<file path="config.mk">
export PLATFORM = sky130hd
export DESIGN_NAME = system_registers
export DESIGN_NICKNAME = d
export VERILOG_FILES = /design/src/include/boot_rom_image.svh /design/src/hw/soc_pkg.sv /design/src/hw/system_registers.sv
export SDC_FILE = /design/constraint.sdc
export NUM_CORES = 1
export LEC_CHECK = 0
export ABC_CLOCK_PERIOD_IN_PS = 3000
export BUFFER_PORTS_ARGS = -buffer_cell sky130_fd_sc_hd__buf_2
export CELL_PAD_IN_SITES_DETAIL_PLACEMENT = 2
export CELL_PAD_IN_SITES_GLOBAL_PLACEMENT = 2
export CORE_MARGIN = 2
export CORE_UTILIZATION = 31
export CTS_CLUSTER_SIZE = 25
export DETAILED_ROUTE_END_ITERATION = 16
export PLACE_DENSITY = 0.82
export SLEW_MARGIN = 20
export SYNTH_ARGS = -nofsm -noshare
export SYNTH_HDL_FRONTEND = slang
export SYNTH_SLANG_ARGS = --single-unit
</file>
<file path="constraint.sdc">
create_clock -name i_clock -period 3 [get_ports i_clock]
set_clock_uncertainty 0.05 [all_clocks]
set_input_delay 0.15 -clock i_clock [delete_from_list [all_inputs] [get_ports i_clock]]
set_output_delay 0.15 -clock i_clock [all_outputs]
set_load 0.1 [all_outputs]
</file>
<file path="src/include/boot_rom_image.svh">
// Small boot stub that sets up the stack in local RAM and spins
localparam logic [31:0] BOOT_IMAGE [soc_pkg::ROM_WORDS] = '{
	32'h20110137,
	32'h200002b7,
	32'h50000337,
	32'h09030313,
	32'h00100393,
	32'h00732223,
	32'h0002a503,
	32'h00a2a023,
	32'h00428293,
	32'hfe0298e3,
	32'h00000013,
	32'h00000013,
	32'h0000006f,
	32'hdeadbeef,
	32'h0badc0de,
	32'h5a5aa5a5
};

</file>
<file path="src/hw/soc_pkg.sv">
package soc_pkg;

	// ========================================================================
	// Near bus, between the masters, the arbiter and the slaves
	// ========================================================================

	typedef struct packed {
		logic        write;
		logic [31:0] address;
		logic [31:0] wdata;
	} bus_req_t;

	// Read data is only meaningful in the cycle where ready is high
	typedef struct packed {
		logic [31:0] rdata;
		logic        ready;
	} bus_rsp_t;

	// ========================================================================
	// Far bus, behind the peripheral bridge
	// ========================================================================

	// Offset is the near address with the region nibble stripped
	typedef struct packed {
		logic        write;
		logic [27:0] offset;
		logic [31:0] wdata;
	} far_req_t;

	// Near regions, address bits 31:28
	localparam logic [3:0] REGION_ROM    = 4'h0;
	localparam logic [3:0] REGION_RAM    = 4'h2;
	localparam logic [3:0] REGION_BRIDGE = 4'h5;

	// Far regions, offset bits 27:24
	localparam logic [3:0] FAR_TIMER  = 4'h5;
	localparam logic [3:0] FAR_SYSREG = 4'h9;

	// System register word offsets, offset bits 3:2
	localparam logic [1:0] SYSREG_ID      = 2'd0;
	localparam logic [1:0] SYSREG_LEDS    = 2'd1;
	localparam logic [1:0] SYSREG_SCRATCH = 2'd2;

	// Timer word offsets, offset bits 3:2
	localparam logic [1:0] TIMER_COUNT   = 2'd0;
	localparam logic [1:0] TIMER_COMPARE = 2'd1;
	localparam logic [1:0] TIMER_STATUS  = 2'd2;

	// Boot image depth in words
	localparam int ROM_WORDS = 16;

endpackage

</file>
<file path="src/hw/system_registers.sv">
`timescale 1ns/1ps

module system_registers #(
	parameter logic [31:0] DEVICE_ID = 32'd6
) (
	input  logic              i_clock,
	input  logic              i_rst,
	input  logic              i_request,
	input  soc_pkg::far_req_t i_far_req,
	output soc_pkg::bus_rsp_t o_rsp,
	output logic [7:0]        o_leds
);

	logic [1:0]  reg_index;
	logic [7:0]  leds;
	logic [31:0] scratch;
	logic [31:0] rdata;
	logic        ready;

	assign reg_index = i_far_req.offset[3:2];

	// Register writes, once per access
	always_ff @(posedge i_clock) begin
		if (i_rst) begin
			leds    <= 8'h00;
			scratch <= 32'h0;
		end else if (i_request && !ready && i_far_req.write) begin
			case (reg_index)
				soc_pkg::SYSREG_LEDS:    leds    <= i_far_req.wdata[7:0];
				soc_pkg::SYSREG_SCRATCH: scratch <= i_far_req.wdata;
				default: ;
			endcase
		end
	end

	// Read mux, ID is fixed
	always_ff @(posedge i_clock) begin
		case (reg_index)
			soc_pkg::SYSREG_ID:      rdata <= DEVICE_ID;
			soc_pkg::SYSREG_LEDS:    rdata <= {24'h0, leds};
			soc_pkg::SYSREG_SCRATCH: rdata <= scratch;
			default:                 rdata <= 32'h0;
		endcase
	end

	always_ff @(posedge i_clock) begin
		if (i_rst) begin
			ready <= 1'b0;
		end else begin
			ready <= i_request && !ready;
		end
	end

	assign o_rsp  = '{rdata: rdata, ready: ready};
	assign o_leds = leds;

endmodule

</file>
======== After elaboration in Yosys (flattened, before gate mapping) ========
Index checks and enable logic that the tools add are counted.
cells by class
  equality and inequality tests ........... 2
  mux-type cells .......................... 1
  reductions and logical operators ........ 6
operators by type and width
  cell                                            number
  one-hot mux 32 bit (3 select lines)             1
  AND reduction 2 bit                             2
  == test 2 x 1 -> 1 bit (second input constant)  1
  == test 2 bit (second input constant)           1
  logical AND 1 bit                               2
  zero test 2 bit                                 1
  zero test 1 bit                                 1
storage, ports and cells
  register bits after elaboration ......... 73
  output and inout bits ................... 41

======== Depth between registers and ports, before layout ========
  depth after elaboration ................. 4
  depth in mapped cells ................... 6
  depth with buffers taken out ............ 3

======== Worst setup path after synthesis ========
No wires, ideal clock.
  kind .................................... register to register
  start ................................... reg leds[1] (netlist: o_leds[1])
  end ..................................... reg rdata[1]
  library setup time ...................... 70 ps
  arrival ................................. 1191 ps
  required time ........................... 2880 ps
  setup slack ............................. 1689 ps
  cell stages (with the launch flop) ...... 3
  path through ............................ dfxtp_1 -> nand2b_1 -> a21oi_1
between the ends
  word-level cells in the longest chain between the ends .. 1
ends and longest elaborated chain
  item                                 line                    RTL
  start, declared                      system_registers.sv:15  logic [7:0] leds;
  start signal, assigned               system_registers.sv:29  soc_pkg::SYSREG_LEDS: leds <= i_far_req.wdata[7:0];
  one-hot mux 32 bit (3 select lines)  system_registers.sv:38  case (reg_index)
  end signal, assigned                 system_registers.sv:40  soc_pkg::SYSREG_LEDS: rdata <= {24'h0, leds};
  end signal, assigned                 system_registers.sv:41  soc_pkg::SYSREG_SCRATCH: rdata <= scratch;
  end, declared                        system_registers.sv:17  logic [31:0] rdata;
Every way passes these cells.
A chain may end at the register's enable or synchronous reset.

======== Worst setup path after layout ========
  start ................................... reg ready
  end ..................................... reg leds[7] (netlist: o_leds[7])
between the ends
  word-level cells in the longest chain between the ends .. 4
ends and longest elaborated chain
  item                                  line                    RTL
  start, declared                       system_registers.sv:18  logic ready;
  start signal, assigned                system_registers.sv:50  ready <= i_request && !ready;
  zero test 1 bit                       system_registers.sv:27  end else if (i_request && !ready && i_far_req.write) begin
  logical AND 1 bit (2 in series)       system_registers.sv:27
  AND reduction 2 bit (no source line)  -
Every way passes these cells.

==> run metrics <==
Worst R2R Setup Slack=1.41 ns; Ports=105; PnR Total Power=1.998 mW; GP Congestion=0.6350; pin count of the biggest net entering global routing=74; syn_area_per_cell=11.04 µm²; Distinct cells, synth=20; # clock sinks=73; register area share after synthesis=0.5297; Area Growth Syn to Fin=22.95%; synth top area cells=dfxtp_1 53%, nand2b_1 11%, nand4b_1 7.6%, o21ai_2 6.3%, mux2i_1 5.8%; routed vias/inst=4.718; syn_nets=314; share of post-route cells with drive strength above 1=0.3673; root buffer cell=clkbuf_8; Clock power frac=0.420; critical path class=reg2reg; Critical Path Start Type=register; die area=9671 µm²; CTS tree=built; multi-input logic area=1162 µm²; top cell type's share of synthesized area=0.5297; GR Util met2=0.2486; Final TNS setup=0 ns; post-CTS sizing=0; Mapped Area=2759 µm²; total number of vias=2043; Slew Limit Fails=0; P_sw=0.4740 mW; Warnings, synthesis=0; postcts setup bufs=0; port bufs=78; GR Util met1=0.1809; critical path capture point type=register; RSZ-0062 raised after global routing=false; met3 usage=0.03937; DRT iter0 DRCs=27; crit path DAT=1.80 ns; row count=34; worst hold path type=in2reg; WHS Endpoint=rdata[1]; drt first pass iters=4; CTS buffer count=9; clk slew on worst S/H paths=0.08 ns; Fillers=958; initial antenna violation count=1; hold depth=2; reg2reg start=ready; hold wc startpoint=i_far_req[34]; htree depth=3; R2R Path End=o_leds[7]; Hold Fails Final Rpt=0; Yosys reg bits=73; Yosys top cell by area=dfxtp_1; Cells after Synth=250; Setup-failing EPs final=0; worst path required time=3.20 ns; PwrDens=588.9 nW/µm²; GR Overflow Total=0; worst skew pair latency=0.32 ns; CTS max path bufs=2; drt wl/cell=15.63 µm; Slew @ Worst Pin=0.9698 ns; worst vdd ir=0.0002546 V; Critical Path Fanout Max=8; Switching Fraction=0.2373; crit path time final=1.591 ns; vias in the first global route=2177; core footprint=8678 µm²; fmax=628.5 MHz; GRT busiest layer=met2; status=completed; R2R depth=3; Lkg Pwr=1.472 nW; FF+latch area=1461 µm²; Final nets=384; routed wire length=6768 µm; Tot GR Track Use=0.1470; Reg power frac=0.496; hold_buf cts=0; Int Pwr=1.523 mW; ANT nets after route=0; Initial Utilization=0.3179; combinational power share=0.084; Post-DP HPWL=4509 µm; slew margin rel.=0.3535; maxcap violations=0; Die H=98.34 µm; DRC violation count after routing=0; Die X=98.34 µm; final worst-path cycle share=0.5304; global-route wire length before repair=11280 µm
-- cell usage after synthesis --
cell,n
mux2i_1,16
nand4b_1,24
o21ai_2,20
a21oi_1,2
nor3b_1,1
nand2_2,1
buf_4,2
clkbuf_1,12
buf_12,2
buf_2,4
and2b_1,1
and3b_1,1
nand2b_1,50
o21ai_0,4
buf_6,2
and2_4,1
dfxtp_1,73
nor2b_1,3
a22o_1,6
and2_1,25
-- state kept, by name, summed over array words and instances (netlist names) --
register and count:
ready 1, scratch 32, rdata 32, o_leds 8
-- worst max-delay path, stage by stage (launching register included) --
cell	delay (ns)
dfxtp_1	0.32
and3b_1	0.37
and2_1	0.52
mux2i_1	0.25
-- cell usage in the layout, fill, tap and decap left out --
cell	instances
a21oi_1	2
a22o_1	6
and2_1	25
and2_4	1
and2b_1	1
and3b_1	1
buf_2	78
buf_4	3
bufinv_16	2
clkbuf_8	10
clkinv_2	1
clkinvlp_4	2
dfxtp_1	73
diode_2	1
mux2i_1	16
nand2_2	1
nand2b_1	50
nand4b_1	24
nor2b_1	2
nor2b_4	1
nor3b_1	1
o21ai_0	4
o21ai_2	20
-- power groups by stage --
stage	clock network, mW	registers, mW	logic (mW)
2_1_floorplan	0	1.06	0.0763
3_3_place_gp	0	1.01	0.167
3_5_place_dp	0	1.01	0.171
4_1_cts	0.872	0.991	0.172
5_1_grt	0.919	0.993	0.182
6_report	0.838	0.991	0.168
-- routing by layer --
layer  vias to the layer above  share of wire
met4                         0         0.0074
li1                        989              -
met2                        60           0.50
met1                       989           0.43
met3                         5          0.065
met5                         -              0
-- worst max-delay path by stage --
stage / startpoint / endpoint / slack (ns) / cells past startpoint
6_report: ready / o_leds[7] / 1.41 / 3
4_1_cts: ready / o_leds[7] / 1.33 / 3
3_5_place_dp: i_far_req[35] / scratch[5] / 1.34 / 5
5_1_grt: ready / o_leds[3] / 1.24 / 3
3_3_place_gp: i_far_req[35] / scratch[8] / 1.37 / 4
2_1_floorplan: o_leds[1] / rdata[1] / 1.69 / 2
-- metrics by stage --
stage	worst slack (ns)	utilization	area [µm²]	instances	hold WS, ns
floorplan	1.689	-	2759	250	0.1909
global placement	1.373	0.3655	3172	417	0.3577
detailed placement	1.343	0.3655	3172	417	0.3735
CTS	1.325	0.3906	3390	432	0.01763
global route	1.238	0.3906	3390	432	0.02443
finish	1.409	0.3909	3392	433	0.03291
-- kinds of logic after synthesis --
kind of cell | count (synthesis) | synth area share
and+or+nand+nor | 107 | 0.2671
DFF | 73 | 0.5297
AOI/OAI and AO/OA | 32 | 0.09343
buffers and inverters | 22 | 0.05170
muxes | 16 | 0.05805
-- final cells by class --
cell class                      count  area share
Clock inverter                      5     0.02361
Sequential cell                    73      0.4308
Antenna cell                        1   0.0007377
Multi-Input combinational cell    155      0.3427
Timing Repair Buffer               81      0.1217
Clock buffer                       10     0.04058
Tap cell                          108     0.03984
(Power assumes the default switching activity.)
