`config.mk`:
```
export PLATFORM = sky130hd
export DESIGN_NAME = boot_rom
export DESIGN_NICKNAME = d
export VERILOG_FILES = /design/src/hw/soc_pkg.sv /design/src/hw/boot_rom.sv
export VERILOG_INCLUDE_DIRS = /design/src /design/src/include
export SDC_FILE = /design/constraint.sdc
export NUM_CORES = 1
export LEC_CHECK = 0
export ABC_AREA = 1
export BUFFER_PORTS_ARGS = -buffer_cell sky130_fd_sc_hd__buf_2
export CAP_MARGIN = 5
export CORE_AREA = 3 3 52 54
export CTS_CLUSTER_DIAMETER = 30
export CTS_CLUSTER_SIZE = 40
export DETAILED_ROUTE_END_ITERATION = 8
export DIE_AREA = 0 0 55 57
export HOLD_SLACK_MARGIN = 0.15
export PLACE_DENSITY = 0.76
export SLEW_MARGIN = 40
export SYNTH_ARGS = -nofsm -noshare
export SYNTH_HDL_FRONTEND = slang
export SYNTH_SLANG_ARGS = --single-unit
export TNS_END_PERCENT = 20
```
`constraint.sdc`:
```
create_clock -name i_clock -period 1.7 [get_ports i_clock]
set_input_delay 0.17 -clock i_clock [delete_from_list [all_inputs] [get_ports i_clock]]
set_output_delay 0.17 -clock i_clock [all_outputs]
set_load 0.02 [all_outputs]
```
`src/include/boot_rom_image.svh`:
```
// Small boot stub that sets up the stack in local RAM and spins
localparam logic [31:0] BOOT_IMAGE [soc_pkg::ROM_WORDS] = '{
	32'h20110137,
	32'h200002b7,
	32'h50000337,
	32'h09030313,
	32'h00100393,
	32'h00732223,
	32'h0002a503,
	32'h00a2a023,
	32'h00428293,
	32'hfe0298e3,
	32'h00000013,
	32'h00000013,
	32'h0000006f,
	32'hdeadbeef,
	32'h0badc0de,
	32'h5a5aa5a5
};

```
`src/hw/soc_pkg.sv`:
```
package soc_pkg;

	// ========================================================================
	// Near bus, between the masters, the arbiter and the slaves
	// ========================================================================

	typedef struct packed {
		logic        write;
		logic [31:0] address;
		logic [31:0] wdata;
	} bus_req_t;

	// Read data is only meaningful in the cycle where ready is high
	typedef struct packed {
		logic [31:0] rdata;
		logic        ready;
	} bus_rsp_t;

	// ========================================================================
	// Far bus, behind the peripheral bridge
	// ========================================================================

	// Offset is the near address with the region nibble stripped
	typedef struct packed {
		logic        write;
		logic [27:0] offset;
		logic [31:0] wdata;
	} far_req_t;

	// Near regions, address bits 31:28
	localparam logic [3:0] REGION_ROM    = 4'h0;
	localparam logic [3:0] REGION_RAM    = 4'h2;
	localparam logic [3:0] REGION_BRIDGE = 4'h5;

	// Far regions, offset bits 27:24
	localparam logic [3:0] FAR_TIMER  = 4'h5;
	localparam logic [3:0] FAR_SYSREG = 4'h9;

	// System register word offsets, offset bits 3:2
	localparam logic [1:0] SYSREG_ID      = 2'd0;
	localparam logic [1:0] SYSREG_LEDS    = 2'd1;
	localparam logic [1:0] SYSREG_SCRATCH = 2'd2;

	// Timer word offsets, offset bits 3:2
	localparam logic [1:0] TIMER_COUNT   = 2'd0;
	localparam logic [1:0] TIMER_COMPARE = 2'd1;
	localparam logic [1:0] TIMER_STATUS  = 2'd2;

	// Boot image depth in words
	localparam int ROM_WORDS = 16;

endpackage

```
`src/hw/boot_rom.sv`:
```
`timescale 1ns/1ps

module boot_rom (
	input  logic              i_clock,
	input  logic              i_rst,
	input  logic              i_request,
	input  logic [3:0]        i_address,
	output soc_pkg::bus_rsp_t o_rsp
);

	`include "boot_rom_image.svh"

	logic [31:0] rdata;
	logic        ready;

	// Word lookup
	always_ff @(posedge i_clock) begin
		rdata <= BOOT_IMAGE[i_address];
	end

	// Ready pulses once even though the bus keeps the request up
	always_ff @(posedge i_clock) begin
		if (i_rst) begin
			ready <= 1'b0;
		end else begin
			ready <= i_request && !ready;
		end
	end

	assign o_rsp = '{rdata: rdata, ready: ready};

endmodule

```
=== Word-level counts from Yosys, hierarchy flattened ===
Memories as Yosys holds them, arrays and structs flattened. A register that Yosys moved wholly into a read port is not among the register bits.
Cells that the tools add are included.

* Equal/unequal tests: 0
* Div/mod/pow operators: 0
* Multiplexer cells: 0
* Shift operators: 0
* Magnitude comparators: 0
* $mul: 0
* Add/sub/neg operators: 0
* Bitwise gates (word level): 1
* Reduce and logical (&&, ||, !) cells: 2

{| class="wikitable"
|+ Operators with widths
! kind !! count
|-
| 4-bit inverter with 5-bit output || 1
|-
| 1-bit logical AND || 1
|-
| 1-bit logical NOT || 1
|}

* Register bits after elaboration: 1
* ROM bits: 512
* Bits in writable memories: 0
* Memories: 1
* Output and inout port bits: 33
* Latch bits: 0
* Word-level logic and storage cells: 5

{| class="wikitable"
|+ Memory list
! memory !! words !! bits a word !! rd ports !! clocked after Yosys merged registers in !! write ports !! line !! source
|-
| (name not given) || 16 || 32 || 1 || 1 || 0 || boot_rom.sv:18 || <nowiki>rdata <= BOOT_IMAGE[i_address];</nowiki>
|}

=== Depth between registers and ports, before layout ===
* Depth in word-level cells: 2
* Gate-level depth with buffers: 7

=== Least setup slack after synthesis ===
No wires, ideal clock.

* Path type: input to register
* Start: input port i_address[1]
* End: register rdata[15]
* Required time: 1.586 ns
* Setup slack: 0.828 ns
* Stages: 7
* Setup time: 0.114 ns
* Arrival: 0.758 ns
* Buffers on the path: 0
* Cells stage by stage: inv_1 > ha_1 > inv_1 > nand2_1 > nand2_1 > nand2_1 > nand2_1

* Cells in the longest elaborated chain, start to end: 1

{| class="wikitable"
|+ Ends and longest elaborated chain
! element !! line !! source
|-
| start: declaration || boot_rom.sv:7 || <nowiki>input logic [3:0] i_address,</nowiki>
|-
| 4-bit inverter with 5-bit output (implied by the code) || boot_rom.sv:18 ||
|-
| end: declaration || boot_rom.sv:13 || <nowiki>logic [31:0] rdata;</nowiki>
|}

Every way passes these cells.
A chain may end at the register's enable or synchronous reset.

=== Worst setup path after layout ===
* Start: input port i_rst
* End: register ready

{| class="wikitable"
|+ RTL lines
! element !! line !! source
|-
| start: declaration || boot_rom.sv:5 || <nowiki>input logic i_rst,</nowiki>
|-
| end signal: assignment || boot_rom.sv:26 || <nowiki>ready <= i_request && !ready;</nowiki>
|-
| end: declaration || boot_rom.sv:14 || <nowiki>logic ready;</nowiki>
|}

No word-level cell between the ends.

==> qor.csv <==
stage,metric,value,unit
route,"wirelength, routed",2090,um
worst_setup_path,Crit path required time,1950,ps
worst_setup_path,Max stage delay on crit path,570,ps
synth,Syn Inst Count,136,
layout,"most common cell after layout, fill and taps aside",nand2_1,
global_routing,largest net degree at the start of global routing,16,
route,Initial DRC Count,24,
placement,# placed instances,196,
global_routing,first-pass GRT wire length,3310,um
route,Max Used Layer,met4,
worst_setup_path,cell mode on critical path,dlygate4sd3_1,
synth,Area contributors post-synth,"dfxtp_1, nand2_1, ha_1, inv_1, buf_4",
synth,"area leader, netlist",dfxtp_1,
synth,synthesized flop and latch total,29,
clock_tree,Root Buffer,clkbuf_4,
sta,RSZ-0062 raised after global routing,no,
layout,Antenna Cells,0,
clock_tree,TritonCTS clock tree,built,
route,"antenna viol nets, final",0,
global_routing,gr ovfl total,0,
floorplan,num rows,17,
floorplan,die area,0.00314,mm2
run,max-cap violations,0,
sta,fin. max-slew vios,0,
synth,syn_nets,151,
sta,setup TNS,0,ps
worst_setup_path,Critical R2R Launch,ready$_SDFF_PP0_,
clock_tree,Clock Path Buffers,2,
worst_setup_path,RR Endpoint,ready$_SDFF_PP0_,
synth,Syn. warnings,0,
clock_tree,post-CTS resize count,0,
route,routed len/inst,10.1,um
run_status,outcome,completed,
worst_setup_path,Worst path slowest cell,dlygate4sd3_1,
synth,Post-Syn Area,0.00111,mm2
power_and_ir_drop,Overall Power,1340,uW
hold_path,Worst Hold Depth,3,
sta,headroom to the max-slew limit,0.828,
sta,final critical-path required period,1290,ps
layout,Non-Filler Instances,206,
power_and_ir_drop,Sw Ratio,0.279,
layout,area delta synth->final,21.2,%
clock_tree,Num CTS Buffers,5,
synth,Cell variety after synth,14,
clock_tree,"Setup Fix Bufs, Post-CTS",0,
sta,worst slew pin tran,259,ps
synth,area share of the leading cell type in the synthesized netlist,0.521,
worst_setup_path,Critical Path Sink Type,flop,
floorplan,Die Wd,55,um
floorplan,Die H,57,um
synth,sequential share of the synthesized area,0.521,
power_and_ir_drop,combinational fraction of design power,0.174,
worst_setup_path,crit start category,input port,
sta,Peak Freq,0.777,GHz
route,Met2 Routed Length,922,um
power_and_ir_drop,power density cells,991,mW/mm2
worst_setup_path,Worst Path Buf+Inv,3,
worst_setup_path,WP data arrival,1540,ps
sta,fin crit share,0.757,
floorplan,Core Area,0.00225,mm2
route,drt first pass iters,4,
clock_tree,H-Tree Depth,2,
global_routing,vias in the first global route,793,
placement,I/O Buffers,39,
hold_path,Hold Crit Class,in2reg,
route,met3 wire len,174,um
power_and_ir_drop,Peak VDD IR,0.565,mV
sta,final setup fails,0,
layout,Nets,192,
route,drc violations,0,
global_routing,initial antenna violation count,0,
power_and_ir_drop,internal power component,965,uW
layout,most frequent cells in the layout,"nand2_1, buf_2, dfxtp_1, inv_1, ha_1",
floorplan,initial core utilization,0.494,
floorplan,# IOs,40,
global_routing,gr usage total,0.147,
placement,GP Congestion,0.964,
worst_setup_path,Worst Reg-to-Reg Cells,2,
route,M1 WL,937,um
layout,layout cells sized above 1,0.258,
worst_setup_path,critical path class,in2reg,
power_and_ir_drop,Clock Power Share,0.275,
worst_setup_path,r2r setup slk,600,ps
synth,syn avg cell area,8.19,um2
power_and_ir_drop,P_sw,373,uW
power_and_ir_drop,static leakage,0.000796,uW
worst_setup_path,"Cell Chain, Critical Path","dlygate4sd3_1, buf_2, nor3b_1, dlygate4sd3_1",
worst_setup_path,"CP delay by family, top",buffers and inverters,
hold_path,hold_sp,i_address[1],
route,Via density,4.53,
sta,clock skew,0,ps
sta,Hold Fails Final Rpt,0,
clock_tree,post-cts hold buffer count,2,
clock_tree,Worst-Skew Late Latency,310,ps
placement,DPL Wire Length,1590,um
clock_tree,CTS sink cnt,29,
power_and_ir_drop,sequential share of power,0.551,
worst_setup_path,CP Max Fanout,1,
route,routed via count,934,
worst_setup_path,Critical Path Stages,4,
clock_tree,Worst-path clk slew,70,ps
hold_path,hold path endpoint,rdata[15]$_DFF_P_,
[final cells by class]
class	count	area (um2)
Inverter	15	56.3
Multi-Input combinational cell	85	414
Tap cell	28	35.0
Sequential cell	29	581
Timing Repair Buffer	41	215
Fill cell	209	905
Clock buffer	8	48.8
[sequential cells by signal, indices dropped and copies added, names as in the netlist]
signal	count
ready	1
rdata	28
[how the worst max path moves through the flow]
stage	start	end	slack (ps)
final	i_rst	ready$_SDFF_PP0_	410
after global routing	i_rst	ready$_SDFF_PP0_	360
after CTS	i_rst	ready$_SDFF_PP0_	440
after detailed placement	i_address[1]	rdata[7]$_DFF_P_	550
after global placement	i_address[0]	rdata[21]$_DFF_P_	560
after floorplan	i_address[1]	rdata[15]$_DFF_P_	830
[routing by layer]
| layer | vias to the layer above | track usage |
|---|---|---|
| li1 | 491 | - |
| met1 | 392 | 0.179 |
| met2 | 46 | 0.213 |
| met3 | 5 | 0.0470 |
| met4 | 0 | 0.104 |
| met5 | - | 0 |
[stage by stage]
stage / util / setup WS, ps / hold WS (ps) / instance area [um2]
6_report: 0.599 / 413 / 197 / 1350
5_1_grt: 0.599 / 357 / 204 / 1350
4_1_cts: 0.599 / 444 / 177 / 1350
3_5_place_dp: 0.568 / 549 / 339 / 1280
3_3_place_gp: 0.568 / 565 / 332 / 1280
2_1_floorplan: - / 828 / 246 / 1110
[cells by family after synthesis]
kind of cell	Yosys count	share of synthesized area
AND/OR/NAND/NOR	69	0.246
AO/OA/AOI/OAI	8	0.0359
flip-flops	29	0.521
adder cells (fa/ha/maj)	8	0.0899
buffers and inverters	22	0.107
[power by group through the flow]
stage / sequential [uW] / combinational (uW) / clock [uW]
after floorplan: 816 / 97.3 / 0
after global placement: 752 / 229 / 0
after detailed placement: 754 / 229 / 0
after CTS: 738 / 233 / 385
after global routing: 743 / 257 / 414
final: 737 / 232 / 368
[tightest hold or removal path, stage by stage]
cell and delay (ps):
buf_2 150, nand3_1 100, nand2_1 50
[synthesized netlist by cell type, drive strengths merged]
cell and number:
nand2 56, nor2 5, nor3b 1, clkbuf 1
ha 8, o21ai 7, inv 15, dfxtp 29
buf 6, a21oi 1, nand3 7
No activity file was read; power rests on OpenSTA's default activity.
