## config.mk

```make
export PLATFORM = sky130hd
export DESIGN_NAME = periph_bridge
export DESIGN_NICKNAME = d
export VERILOG_FILES = /design/src/include/boot_rom_image.svh /design/src/hw/soc_pkg.sv /design/src/hw/periph_bridge.sv
export SDC_FILE = /design/constraint.sdc
export NUM_CORES = 1
export LEC_CHECK = 0
export ABC_AREA = 1
export BUFFER_PORTS_ARGS = -buffer_cell sky130_fd_sc_hd__buf_4
export CAP_MARGIN = 25
export CORE_ASPECT_RATIO = 1.5
export CORE_MARGIN = 1
export CORE_UTILIZATION = 35
export CTS_CLUSTER_DIAMETER = 60
export DETAILED_ROUTE_END_ITERATION = 8
export GPL_TIMING_DRIVEN = 0
export HOLD_SLACK_MARGIN = 0.05
export PLACE_DENSITY = 0.8
export SKIP_LAST_GASP = 1
export SYNTH_ARGS = -nofsm -noshare
export SYNTH_HDL_FRONTEND = slang
export SYNTH_SLANG_ARGS = --single-unit
export TNS_END_PERCENT = 50
```

## constraint.sdc

```tcl
create_clock -name i_clock -period 5 [get_ports i_clock]
set_input_delay 0.75 -clock i_clock [delete_from_list [all_inputs] [get_ports i_clock]]
set_output_delay 0.75 -clock i_clock [all_outputs]
set_load 0.02 [all_outputs]
```

## src/include/boot_rom_image.svh

```systemverilog
// Small boot stub that sets up the stack in local RAM and spins
localparam logic [31:0] BOOT_IMAGE [soc_pkg::ROM_WORDS] = '{
	32'h20110137,
	32'h200002b7,
	32'h50000337,
	32'h09030313,
	32'h00100393,
	32'h00732223,
	32'h0002a503,
	32'h00a2a023,
	32'h00428293,
	32'hfe0298e3,
	32'h00000013,
	32'h00000013,
	32'h0000006f,
	32'hdeadbeef,
	32'h0badc0de,
	32'h5a5aa5a5
};

```

## src/hw/soc_pkg.sv

```systemverilog
package soc_pkg;

	// ========================================================================
	// Near bus, between the masters, the arbiter and the slaves
	// ========================================================================

	typedef struct packed {
		logic        write;
		logic [31:0] address;
		logic [31:0] wdata;
	} bus_req_t;

	// Read data is only meaningful in the cycle where ready is high
	typedef struct packed {
		logic [31:0] rdata;
		logic        ready;
	} bus_rsp_t;

	// ========================================================================
	// Far bus, behind the peripheral bridge
	// ========================================================================

	// Offset is the near address with the region nibble stripped
	typedef struct packed {
		logic        write;
		logic [27:0] offset;
		logic [31:0] wdata;
	} far_req_t;

	// Near regions, address bits 31:28
	localparam logic [3:0] REGION_ROM    = 4'h0;
	localparam logic [3:0] REGION_RAM    = 4'h2;
	localparam logic [3:0] REGION_BRIDGE = 4'h5;

	// Far regions, offset bits 27:24
	localparam logic [3:0] FAR_TIMER  = 4'h5;
	localparam logic [3:0] FAR_SYSREG = 4'h9;

	// System register word offsets, offset bits 3:2
	localparam logic [1:0] SYSREG_ID      = 2'd0;
	localparam logic [1:0] SYSREG_LEDS    = 2'd1;
	localparam logic [1:0] SYSREG_SCRATCH = 2'd2;

	// Timer word offsets, offset bits 3:2
	localparam logic [1:0] TIMER_COUNT   = 2'd0;
	localparam logic [1:0] TIMER_COMPARE = 2'd1;
	localparam logic [1:0] TIMER_STATUS  = 2'd2;

	// Boot image depth in words
	localparam int ROM_WORDS = 16;

endpackage

```

## src/hw/periph_bridge.sv

```systemverilog
`timescale 1ns/1ps

module periph_bridge (
	input  logic              i_clock,
	input  logic              i_rst,

	// Near side
	input  logic              i_request,
	input  soc_pkg::bus_req_t i_req,
	output soc_pkg::bus_rsp_t o_rsp,

	// Far side
	output logic              o_sysreg_request,
	output logic              o_timer_request,
	output soc_pkg::far_req_t o_far_req,
	input  soc_pkg::bus_rsp_t i_sysreg_rsp,
	input  soc_pkg::bus_rsp_t i_timer_rsp
);

	logic              active;
	logic              far_request;
	soc_pkg::far_req_t far_cmd;
	logic              sysreg_select;
	logic              timer_select;
	logic              far_unmapped_ready;
	soc_pkg::bus_rsp_t far_rsp;
	logic [31:0]       rsp_rdata;
	logic              rsp_ready;

	// ========================================================================
	// Near to far, one register stage
	// ========================================================================

	always_ff @(posedge i_clock) begin
		if (i_rst) begin
			active      <= 1'b0;
			far_request <= 1'b0;
		end else if (!active) begin
			if (i_request) begin
				active      <= 1'b1;
				far_request <= 1'b1;
			end
		end else begin
			if (far_request && far_rsp.ready) begin
				far_request <= 1'b0;
			end
			// Stay busy until the near ready has gone out, the bus still
			// holds the request in that cycle
			if (rsp_ready) begin
				active <= 1'b0;
			end
		end
	end

	always_ff @(posedge i_clock) begin
		if (!active && i_request) begin
			far_cmd <= '{write: i_req.write, offset: i_req.address[27:0], wdata: i_req.wdata};
		end
	end

	// Far decode
	assign sysreg_select = far_cmd.offset[27:24] == soc_pkg::FAR_SYSREG;
	assign timer_select  = far_cmd.offset[27:24] == soc_pkg::FAR_TIMER;

	assign o_sysreg_request = far_request && sysreg_select;
	assign o_timer_request  = far_request && timer_select;
	assign o_far_req        = far_cmd;

	always_ff @(posedge i_clock) begin
		if (i_rst) begin
			far_unmapped_ready <= 1'b0;
		end else begin
			far_unmapped_ready <= far_request && !(sysreg_select || timer_select)
				&& !far_unmapped_ready;
		end
	end

	always_comb begin
		if (sysreg_select) begin
			far_rsp = i_sysreg_rsp;
		end else if (timer_select) begin
			far_rsp = i_timer_rsp;
		end else begin
			far_rsp = '{rdata: 32'h0, ready: far_unmapped_ready};
		end
	end

	// ========================================================================
	// Far to near, one register stage
	// ========================================================================

	always_ff @(posedge i_clock) begin
		rsp_rdata <= far_rsp.rdata;
	end

	always_ff @(posedge i_clock) begin
		if (i_rst) begin
			rsp_ready <= 1'b0;
		end else begin
			rsp_ready <= far_request && far_rsp.ready;
		end
	end

	assign o_rsp = '{rdata: rsp_rdata, ready: rsp_ready};

endmodule

```

# Word-level counts from Yosys, hierarchy flattened
# Cells that the tools add are included.
[classes]
eq_ne = 3
mux = 8
n_reduce_logical = 12
[ops]
columns = ["operator", "n"]
rows = [
  ["33-bit two-way mux", 2],
  ["1-bit logical AND", 6],
  ["1-bit two-way mux", 6],
  ["4-bit by 3-bit == test with 1-bit output (second input constant)", 1],
  ["4-bit == test (second input constant)", 1],
  ["1-bit logical NOT", 3],
  ["2-bit by 1-bit != test with 1-bit output (second input constant)", 1],
  ["2-bit AND reduction", 1],
  ["2-bit nonzero test", 1],
  ["1-bit logical OR", 1],
]
[word_totals]
register_bits = 97
input_bits = 134
out_inout_bits = 96
word_cells = 31

# Longest topological paths before layout
[logic_depth]
depth_word = 6
depth_mapped = 7
ltp_nobuf = 7

# Worst setup path before layout
# Ideal clock, no wire load.
[synth_path]
kind = "input -> register"
startpoint = "input port i_request"
endpoint = "register far_request"
setup_ns = 0.056
arrival_ns = 3.903
required_time_ns = 4.944
slack_ns = 1.041
stages = 6
path_buffers = 0
path_cell_list = "inv_1 > nor2_1 > inv_1 > a21oi_1 > nand2_1 > inv_1"
[synth_between]
elab_chain_cells = 2
[synth_rtl]
columns = ["item", "line", "text"]
rows = [
  ["start: declaration", "periph_bridge.sv:8", "input logic i_request,"],
  ["2-bit nonzero test (no source line)", "--", ""],
  ["2-bit AND reduction (no source line)", "--", ""],
  ["end signal: assignment", "periph_bridge.sv:37", "far_request <= 1'b0;"],
  ["end signal: assignment", "periph_bridge.sv:41", "far_request <= 1'b1;"],
  ["end signal: assignment", "periph_bridge.sv:45", "far_request <= 1'b0;"],
  ["end: declaration", "periph_bridge.sv:21", "logic far_request;"],
]
# Every way passes these cells.
# A chain may end at the register's enable or synchronous reset.

# Worst setup path in the final report
[layout_path]
startpoint = "register far_cmd (netlist bit o_far_req[58])"
endpoint = "output port o_sysreg_request"
[layout_between]
elab_chain_cells = 2
[layout_rtl]
columns = ["item", "line", "text"]
rows = [
  ["start: declaration", "periph_bridge.sv:22", "soc_pkg::far_req_t far_cmd;"],
  ["start signal: assignment", "periph_bridge.sv:57", "far_cmd <= '{write: i_req.write, offset: i_req.address[27:0], wdata: i_req.wdata};"],
  ["4-bit == test", "periph_bridge.sv:62", "assign sysreg_select = far_cmd.offset[27:24] == soc_pkg::FAR_SYSREG;"],
  ["1-bit logical AND", "periph_bridge.sv:65", "assign o_sysreg_request = far_request && sysreg_select;"],
  ["end: declaration", "periph_bridge.sv:13", "output logic o_sysreg_request,"],
]
# Every way passes these cells.

==> reports/results.tsv <==
stage	metric	value	unit
run_status	outcome	complete, no violations	
drt	wl_per_cell	14.4	um
die	die_y	120	um
clock_network	cts-root-buf	clkbuf_16	
critical_path	cp-start-kind	flop	
synth	synth-warning-count	0	
synth	ys_ff_latch	97	
synth	syn_avg_cell_area	13.7	um^2
die	dieWidth	80.4	um
timing	slew_violations	0	
placed_design	placed_area	5080	um^2
critical_path	cpPeakStageDelay	460	ps
layout	final_cell_mix	buf_4 (228), nand3_1 (65), edfxtp_1 (61)	
critical_path	crit_start	o_far_req[58]	
die	core	8880	um^2
die	io_pins	230	
timing	slew-limit-headroom	53.8	%
hold_path	holdCritStartpoint	rsp_ready	
synth	synth_cell_types	15	
die	die-area	9610	um^2
synth	synth.top_cell.area_share	56.8	%
timing	rsz0062_at_grt	no	
synth	syn-cell-area	3220	um^2
clock_network	clock_path_buffers	2	
layout	drive_gt1_share	55.0	%
layout	fin_area	5370	um^2
die	initial_core_util	36.3	%
layout	antennaDiodeCount	0	
timing	fin_crit	2140	ps
synth	yosysSeqAreaShare	79.2	%
hold_path	hp-class	flop to flop	
critical_path	slowest_stage	edfxtp_1	
synth	syn_nets	370	
clock_network	hold_buffers	0	
timing	setup_violations	0	
drt	final_antenna_net_count	0	
pwr	p_leak	0.00253	uW
critical_path	path_max_fanout	7	
die	rows	42	
timing	fin_crit_sh	42.8	%
timing	tightestPinTransition	691	ps
placed_design	portBuffers	225	
critical_path	required	4250	ps
clock_network	cts_setup_buffers	0	
grt	grt-ovfl-total	0	
pwr	p_total	1840	uW
pwr	clkPwrFrac	36.7	%
clock_network	cts_tree	yes	
clock_network	clk_pin_slew_worst_paths	70	ps
pwr	ir_drop	0.000172	V
grt	grt_first_pass_wirelength	12700	um
timing	fmax	0.467	GHz
drt	via_per_inst	4.57	
pwr	switchingPower	424	uW
critical_path	cp-end-kind	primary output	
critical_path	r2r_start	active	
synth	synth_cells	236	
grt	grt_max_degree	41	
drt	vias	2688	
flow_run	maxCapViolCount	0	
drt	drc	0	
synth	synth.area.top_cells	edfxtp_1 (57%), dfxtp_1 (22%), nand3_1 (10%)	
pwr	p_sw_share	23.0	%
layout	area_delta_synth_final	66.7	%
drt	drtPass1Iterations	4	
pwr	pwr-share-seq	49.7	%
critical_path	criticalPathCategory	flop to primary output	
placed_design	gp_routability_congestion	0.764	
timing	tns	0	ps
drt	drt-initial-drc-count	101	
pwr	p_comb_share	13.6	%
grt	grt_antenna_before_repair	0	
grt	gr-usage-all-layers	18.1	%
drt	routed_wl	8470	um
grt	grt_pass1_vias	2662	
clock_network	h-tree-depth	3	
clock_network	worstSkewPairLatency	340	ps
timing	finClkSkew	8.26	ps
clock_network	numClockSinks	97	
critical_path	cp_cell_sequence	nor2_4, nand2_1, nor2_1, buf_4	
synth	yosys.area.top_type	edfxtp_1	
layout	final_common_cell	buf_4	
placed_design	dp_hpwl	6720	um
clock_network	cts_buffers	9	
pwr	cellPowerDensity	342	nW/um^2
clock_network	cts_resized	0	
layout	fin_nets	607	
pwr	internal_power	1410	uW
timing	hold_viol_final	0	
critical_path	worst_ep_arrival_time	1390	ps
power groups by stage:
stage               logic, uW  clock network, uW  registers [uW]
global placement          244                  0             934
finish                    250                674             914
floorplan                45.5                  0             985
detailed placement        252                  0             932
global route              268                729             917
CTS                       253                692             915
flip-flops by register name (all words and copies together), names as in the netlist:
register and count:
far_unmapped_ready 1, o_far_req 61, rsp_ready 1, far_request 1, rsp_rdata 32, active 1
per-layer routing:
layer	up-vias	global-route usage (%)	share of wire, %
li1	1300	-	-
met1	1207	18.9	35
met2	163	31.6	52
met3	18	5.17	10
met4	0	10.4	3.0
met5	-	0	0
logic make-up (layout without fill, tap and decap cells):
kind of cell    count (synthesis)  count (layout)  share of synthesized area (%)
flops                          97              97                           79.2
simple gates                  114             114                           17.1
buf+inv                        23             265                           3.45
compound gates                  2               2                          0.310
path summary, 6_finish.rpt:
kind / end / slack (ps) / cells past startpoint
worst max-delay path: o_sysreg_request / 2860 / 4
worst min-delay path: active / 510 / 3
worst max register to register: o_far_req[35] / 3450 / 2
worst min register to register: active / 510 / 3
per-stage QoR:
stage | utilization, % | setup WS (ps) | std cells | hold WS, ps
after floorplan | - | 1040 | 236 | 451
final | 60.5 | 2860 | 588 | 509
after global routing | 60.5 | 2800 | 588 | 543
after detailed placement | 57.2 | 2910 | 572 | 500
after global placement | 56.9 | 54.0 | 571 | 473
after CTS | 60.5 | 2850 | 588 | 510
critical path, delay by kind of cell, from the launching register on:
family / cells / cell delay (ps)
DFF: 1 / 460
and+or+nand+nor: 3 / 440
buffers and inverters: 1 / 150
layout make-up:
class / instances / area (um^2)
buffer: 14 / 77.6
clock buffer: 10 / 229
clock inverter: 6 / 66.3
fill: 722 / 3510
inverter: 9 / 33.8
multi-input combinational: 116 / 568
sequential: 97 / 2550
tap: 110 / 138
timing repair buffer: 226 / 1710
cell usage after synthesis (all sizes together):
cell,n
edfxtp,61
nand3b,2
buf,14
or2,1
dfxtp,36
inv,9
nand4,1
nand2,36
nor2,8
a21oi,2
nand3,66
No activity file was read; power rests on OpenSTA's default activity.
