[config.mk]
export PLATFORM = sky130hd
export DESIGN_NAME = interval_timer
export DESIGN_NICKNAME = d
export VERILOG_FILES = /design/src/include/boot_rom_image.svh /design/src/hw/soc_pkg.sv /design/src/hw/interval_timer.sv
export SDC_FILE = /design/constraint.sdc
export NUM_CORES = 1
export LEC_CHECK = 0
export BUFFER_PORTS_ARGS = -buffer_cell sky130_fd_sc_hd__buf_2
export CORE_ASPECT_RATIO = 0.9
export CORE_MARGIN = 10
export CORE_UTILIZATION = 55
export CTS_BUF_LIST = sky130_fd_sc_hd__clkbuf_8
export DETAILED_ROUTE_END_ITERATION = 8
export PLACE_DENSITY = 0.91
export SKIP_LAST_GASP = 1
export SYNTH_ARGS = -nofsm -noshare
export SYNTH_HDL_FRONTEND = slang
export SYNTH_SLANG_ARGS = --single-unit
[constraint.sdc]
create_clock -name i_clock -period 1.9 [get_ports i_clock]
set_clock_uncertainty 0.1 [all_clocks]
set_input_delay 0.095 -clock i_clock [delete_from_list [all_inputs] [get_ports i_clock]]
set_output_delay 0.095 -clock i_clock [all_outputs]
set_load 0.01 [all_outputs]
[src/include/boot_rom_image.svh]
// Small boot stub that sets up the stack in local RAM and spins
localparam logic [31:0] BOOT_IMAGE [soc_pkg::ROM_WORDS] = '{
	32'h20110137,
	32'h200002b7,
	32'h50000337,
	32'h09030313,
	32'h00100393,
	32'h00732223,
	32'h0002a503,
	32'h00a2a023,
	32'h00428293,
	32'hfe0298e3,
	32'h00000013,
	32'h00000013,
	32'h0000006f,
	32'hdeadbeef,
	32'h0badc0de,
	32'h5a5aa5a5
};

[src/hw/soc_pkg.sv]
package soc_pkg;

	// ========================================================================
	// Near bus, between the masters, the arbiter and the slaves
	// ========================================================================

	typedef struct packed {
		logic        write;
		logic [31:0] address;
		logic [31:0] wdata;
	} bus_req_t;

	// Read data is only meaningful in the cycle where ready is high
	typedef struct packed {
		logic [31:0] rdata;
		logic        ready;
	} bus_rsp_t;

	// ========================================================================
	// Far bus, behind the peripheral bridge
	// ========================================================================

	// Offset is the near address with the region nibble stripped
	typedef struct packed {
		logic        write;
		logic [27:0] offset;
		logic [31:0] wdata;
	} far_req_t;

	// Near regions, address bits 31:28
	localparam logic [3:0] REGION_ROM    = 4'h0;
	localparam logic [3:0] REGION_RAM    = 4'h2;
	localparam logic [3:0] REGION_BRIDGE = 4'h5;

	// Far regions, offset bits 27:24
	localparam logic [3:0] FAR_TIMER  = 4'h5;
	localparam logic [3:0] FAR_SYSREG = 4'h9;

	// System register word offsets, offset bits 3:2
	localparam logic [1:0] SYSREG_ID      = 2'd0;
	localparam logic [1:0] SYSREG_LEDS    = 2'd1;
	localparam logic [1:0] SYSREG_SCRATCH = 2'd2;

	// Timer word offsets, offset bits 3:2
	localparam logic [1:0] TIMER_COUNT   = 2'd0;
	localparam logic [1:0] TIMER_COMPARE = 2'd1;
	localparam logic [1:0] TIMER_STATUS  = 2'd2;

	// Boot image depth in words
	localparam int ROM_WORDS = 16;

endpackage

[src/hw/interval_timer.sv]
`timescale 1ns/1ps

module interval_timer (
	input  logic              i_clock,
	input  logic              i_rst,
	input  logic              i_request,
	input  soc_pkg::far_req_t i_far_req,
	output soc_pkg::bus_rsp_t o_rsp,
	output logic              o_timer_irq
);

	logic [1:0]  reg_index;
	logic        write_strobe;
	logic [31:0] counter;
	logic [31:0] compare;
	logic        pending;
	logic [31:0] rdata;
	logic        ready;

	assign reg_index    = i_far_req.offset[3:2];
	assign write_strobe = i_request && !ready && i_far_req.write;

	// ========================================================================
	// Counter, compare and pending flag
	// ========================================================================

	always_ff @(posedge i_clock) begin
		if (i_rst) begin
			counter <= 32'h0;
			compare <= 32'h0;
			pending <= 1'b0;
		end else begin
			counter <= counter + 32'd1;
			// A zero compare keeps the timer disarmed
			if (compare != 32'h0 && counter == compare) begin
				pending <= 1'b1;
			end
			// Bus writes take priority over the match
			if (write_strobe && reg_index == soc_pkg::TIMER_COMPARE) begin
				compare <= i_far_req.wdata;
				counter <= 32'h0;
				pending <= 1'b0;
			end else if (write_strobe && reg_index == soc_pkg::TIMER_STATUS
				&& i_far_req.wdata[0]) begin
				pending <= 1'b0;
			end
		end
	end

	always_ff @(posedge i_clock) begin
		case (reg_index)
			soc_pkg::TIMER_COUNT:   rdata <= counter;
			soc_pkg::TIMER_COMPARE: rdata <= compare;
			soc_pkg::TIMER_STATUS:  rdata <= {31'h0, pending};
			default:                rdata <= 32'h0;
		endcase
	end

	always_ff @(posedge i_clock) begin
		if (i_rst) begin
			ready <= 1'b0;
		end else begin
			ready <= i_request && !ready;
		end
	end

	assign o_rsp       = '{rdata: rdata, ready: ready};
	assign o_timer_irq = pending;

endmodule

* After elaboration in Yosys (flattened, before gate mapping)
Index checks and enable logic that the tools add are counted.
Word-level totals: register bits after elaboration 98, logic and storage cells 21
Cells by class: multiplexer cells 1, $add $sub $neg 1, reduce and logical (&&, ||, !) cells 11, equal/unequal tests 3
Operator list (count):
- $pmux 32 s3 | 1
- $add 32x1->32 const B | 1
- $eq 32x32->1 | 1
- $reduce_bool 32->1 | 1
- $logic_and 1x1->1 | 6
- $reduce_or 3->1 | 1
- $eq 2x1->1 const B | 1
- $eq 2x2->1 const B | 1
- $logic_not 2->1 | 1
- $reduce_or 2->1 | 1
- $logic_not 1->1 | 1

* Longest topological paths before layout
word-level depth 6, gate-level depth with buffers 7

* Least setup slack after synthesis
Ideal clock, no wire load.
path type flip-flop to flip-flop, from reg counter[0], to reg counter[30], arrival 1.404 ns, cell stages (with the launch flop) 8, period minus slack after synthesis 1.620 ns, path buffers 1, required time 1.684 ns, setup slack 0.280 ns, cell sequence dfxtp_1 > ha_1 > and2_1 > clkbuf_1 > nand2_1 > nor4_2 > xnor2_1 > nor2_2
On the way: longest elaborated chain between the ends 1
RTL lines:
- start: declaration | RTL line interval_timer.sv:14 | logic [31:0] counter;
- start signal: assignment | RTL line interval_timer.sv:33 | counter <= counter + 32'd1;
- $add 32x1->32 | RTL line interval_timer.sv:33
No other way between the ends. A chain may end at the register's enable or synchronous reset.

* Final worst setup path
from reg compare[16], to reg pending (netlist: o_timer_irq)
On the way: longest elaborated chain between the ends 2
RTL lines:
- start: declaration | RTL line interval_timer.sv:15 | logic [31:0] compare;
- start signal: assignment | RTL line interval_timer.sv:40 | compare <= i_far_req.wdata;
- $eq 32x32->1 / $reduce_bool 32->1 (equally long branches) | RTL line interval_timer.sv:35 | if (compare != 32'h0 && counter == compare) begin
- $logic_and 1x1->1 * | RTL line interval_timer.sv:35
- end signal: assignment | RTL line interval_timer.sv:36 | pending <= 1'b1;
- end signal: assignment | RTL line interval_timer.sv:42 | pending <= 1'b0;
- end signal: assignment | RTL line interval_timer.sv:45 | pending <= 1'b0;
- end: declaration | RTL line interval_timer.sv:16 | logic pending;
Mark *: on every way between the ends. The rest lies on a longest branch, timed or not.

==> run summary <==
Critical path buffers and inverters: 0
CTS buffer count: 9
Worst R2R Setup Slack: 0.1 ns
global-route wire length before repair: 18500 um
synthesis warning total: 0
worst relative slew slack: 63.8%
critical-path cell list: nor4_1 > nand4_1 > or2_2 > a31oi_1 > nor3_1
overall routing resource usage: 19.0%
Worst Path Class, Setup: reg2reg
Seq/Total Area, Yosys: 46.0%
Max Slew Vio Count: 0
HPWL Detailed: 7790 um
vias in the first global route: 3709
post-synth net total: 546
time the worst path needs with I/O delays and setup: 1.80 ns
ANT cells: 0
Post-Syn Area: 0.00426 mm2
number of port buffers: 71
slowest cell on the critical path: nor4_1
Hold Path Depth: 4
Seq pwr share: 54.1%
DR vias: 3689
row count: 30
effective utilization at floorplan: 56.5%
Synth Area in XOR/XNOR: 12.5%
family with the most delay on the worst path: simple AND/OR/NAND/NOR gates
Reg-to-Reg End: o_timer_irq$_SDFFE_PP0P_
per-cell routed wire length: 16.4 um
RSZ-0062 raised after global routing: no
post_cts resized: 0
initial antenna violation count: 0
Hold Crit Class: in2reg
Setup crit end kind: flip-flop
static leakage: 2.12 nW
nets: 648
Clock Latency Late Sink: 0.37 ns
Die Y: 104 um
share of layout cells above drive strength 1: 20.6%
Final Routed Wirelength: 11200 um
Final ANT Viol Nets: 0
worst-margin pin slew: 0.543 ns
Net Sw Power: 0.926 mW
Critical Path Fanout Max: 4
Final period util: 94.8%
Die ar.: 0.0117 mm2
Final Hold Viols: 0
Syn Inst Count: 481
P_int: 2.99 mW
max-cap viol count: 0
num ports: 98
CTS clk-pin slew, worst paths: 0.10 ns
R2R cell count: 5
vias per std cell: 5.40
combinational share of power: 7.9%
worst r2r src: compare[16]$_SDFFE_PP0P_
Synth Area per Inst: 8.86 um2
Final Non-Filler Cells: 683
CTS tree: done
Core Area: 0.00754 mm2
htree depth: 3
switch share: 23.7%
Clock Power Share: 38.0%
root buf cell: clkbuf_8
Critical Path Source Type: flip-flop
clock net sink count: 98
largest family of logic cells by synthesized area: simple AND/OR/NAND/NOR gates
P per Cell Area: 740 mW/mm2
endpoint of the worst hold path: o_timer_irq$_SDFFE_PP0P_
post-synthesis compound-gate area fraction: 4.37%
DR iter-0 viols: 239
maximum vdd drop: 0.000469 V
status: complete, no violations
TritonRoute pass-1 iters: 6
crit path DAT: 1.95 ns
multiplexer share of the synthesized area: 7.52%
Placed Cells: 635
largest net degree at the start of global routing: 35
Die X: 113 um
Post-route DRC: 0
Hold WS: 0.0710 ns
Worst Hold Launch: i_far_req[34]
fmax: 555 MHz
gpl congestion: 0.888
layout overhead on the synthesized area: 24.2%
FF+latch count, synth: 98
post-synthesis adder-cell area fraction: 0.294%
Longest Clk Path Bufs: 2
Max stage delay on crit path: 0.48 ns
Unique masters post-synth: 35
simple-gate share of the synthesized area: 25.4%
setup TNS: 0 ns
GRT overflow: 0
Worst Path Required: 2.05 ns
Finish-stage setup viols: 0
-- cells in the final DEF, fill, tap and decap left out, types with 2 or more instances in the layout --
cell type	count
dfxtp_1	98
nand2_1	74
buf_2	71
nor2_1	64
xnor2_1	49
a21oi_1	34
dlygate4sd3_1	33
mux2i_1	32
nand4_1	19
buf_4	19
xor2_1	12
nand3_1	10
nor4_1	10
clkbuf_8	9
nor4_2	6
and2_1	5
and3_1	4
nor3_1	4
nand3b_1	3
and4_1	3
inv_1	3
inv_6	3
o21ai_0	2
nand2b_1	2
nor2_2	2
nor3_2	2
bufinv_16	2
-- kinds of logic (layout without fill, tap and decap cells) --
group	after synthesis	in the layout
flops	98	98
mux	32	32
simple gates	217	217
xor+xnor	61	61
buf+inv	35	141
fa+ha+maj	1	1
compound gates	37	37
-- routing by layer --
| metal | GRT usage [%] | up-vias | share of wire (%) |
|---|---|---|---|
| li1 | - | 1807 | - |
| met1 | 24.4 | 1726 | 45 |
| met2 | 29.4 | 138 | 45 |
| met3 | 5.54 | 18 | 8.0 |
| met4 | 6.97 | 0 | 1.7 |
| met5 | 0 | - | 0 |
-- metrics by stage --
stage / setup WS (ns) / power (mW) / instance area, um2 / util (%)
2_1_floorplan: 0.280 / 2.32 / 4260 / -
3_3_place_gp: 0.197 / 2.41 / 4750 / 62.9
3_5_place_dp: 0.148 / 2.42 / 4750 / 62.9
4_1_cts: 0.124 / 3.93 / 5290 / 70.1
5_1_grt: 0.0128 / 4.04 / 5290 / 70.1
6_report: 0.0997 / 3.91 / 5290 / 70.1
-- layout make-up --
cell class / instances / area (um2)
timing repair buffer: 124 / 848
multi-input combinational: 348 / 2140
inverter: 2 / 7.51
sequential: 98 / 1960
clock buffer: 9 / 124
clock inverter: 6 / 90.1
fill: 576 / 2250
tap: 96 / 120
-- worst register-to-register path, cell delays in order (launching register included) --
cell and delay [ns]:
dfxtp_1 0.36, nor4_1 0.48, nand4_1 0.19, or2_2 0.33, a31oi_1 0.16, nor3_1 0.06
-- flip-flops by register name, indices dropped and copies added (netlist names) --
register,flops
o_timer_irq,1
compare,32
rdata,32
ready,1
counter,32
-- cells in the mapped netlist, drive strengths merged --
master,instances,area [um2]
a21oi,34,170
a31oi,1,6.26
and2,5,31.3
and3,4,25.0
and4,4,37.5
buf,17,95.1
clkbuf,16,60.1
dfxtp,98,1960
ha,1,12.5
inv,2,7.51
mux2i,32,320
nand2,75,284
nand2b,2,12.5
nand3,11,60.1
nand3b,3,22.5
nand4,20,140
nor2,66,250
nor3,7,56.3
nor3b,1,7.51
nor4,16,138
o21ai,2,10.0
or2,2,12.5
or3,1,6.26
xnor2,49,429
xor2,12,105
-- how the worst max path moves through the flow --
stage,from,to,slack [ns],depth (start not counted)
floorplan,counter[0]$_SDFF_PP0_,counter[30]$_SDFF_PP0_,0.28,7
global placement,compare[16]$_SDFFE_PP0P_,o_timer_irq$_SDFFE_PP0P_,0.20,5
detailed placement,counter[0]$_SDFF_PP0_,counter[30]$_SDFF_PP0_,0.15,6
CTS,counter[0]$_SDFF_PP0_,counter[30]$_SDFF_PP0_,0.12,6
global route,counter[1]$_SDFF_PP0_,counter[22]$_SDFF_PP0_,0.01,6
finish,compare[16]$_SDFFE_PP0P_,o_timer_irq$_SDFFE_PP0P_,0.1,5
-- repair_timing --
item	in CTS	in global routing
endpoints found under the setup margin	0	0
hold buffers	33	0
buffers inserted	0	0
hold endpoints to repair	33	0
-- power by group through the flow --
stage / combinational [mW] / sequential (mW) / clock, mW
after floorplan: 0.160 / 2.16 / 0
after global placement: 0.248 / 2.16 / 0
after detailed placement: 0.254 / 2.16 / 0
after CTS: 0.308 / 2.12 / 1.51
after global routing: 0.340 / 2.12 / 1.58
final: 0.310 / 2.12 / 1.49
Note: power is estimated with default switching activity, not from simulation.
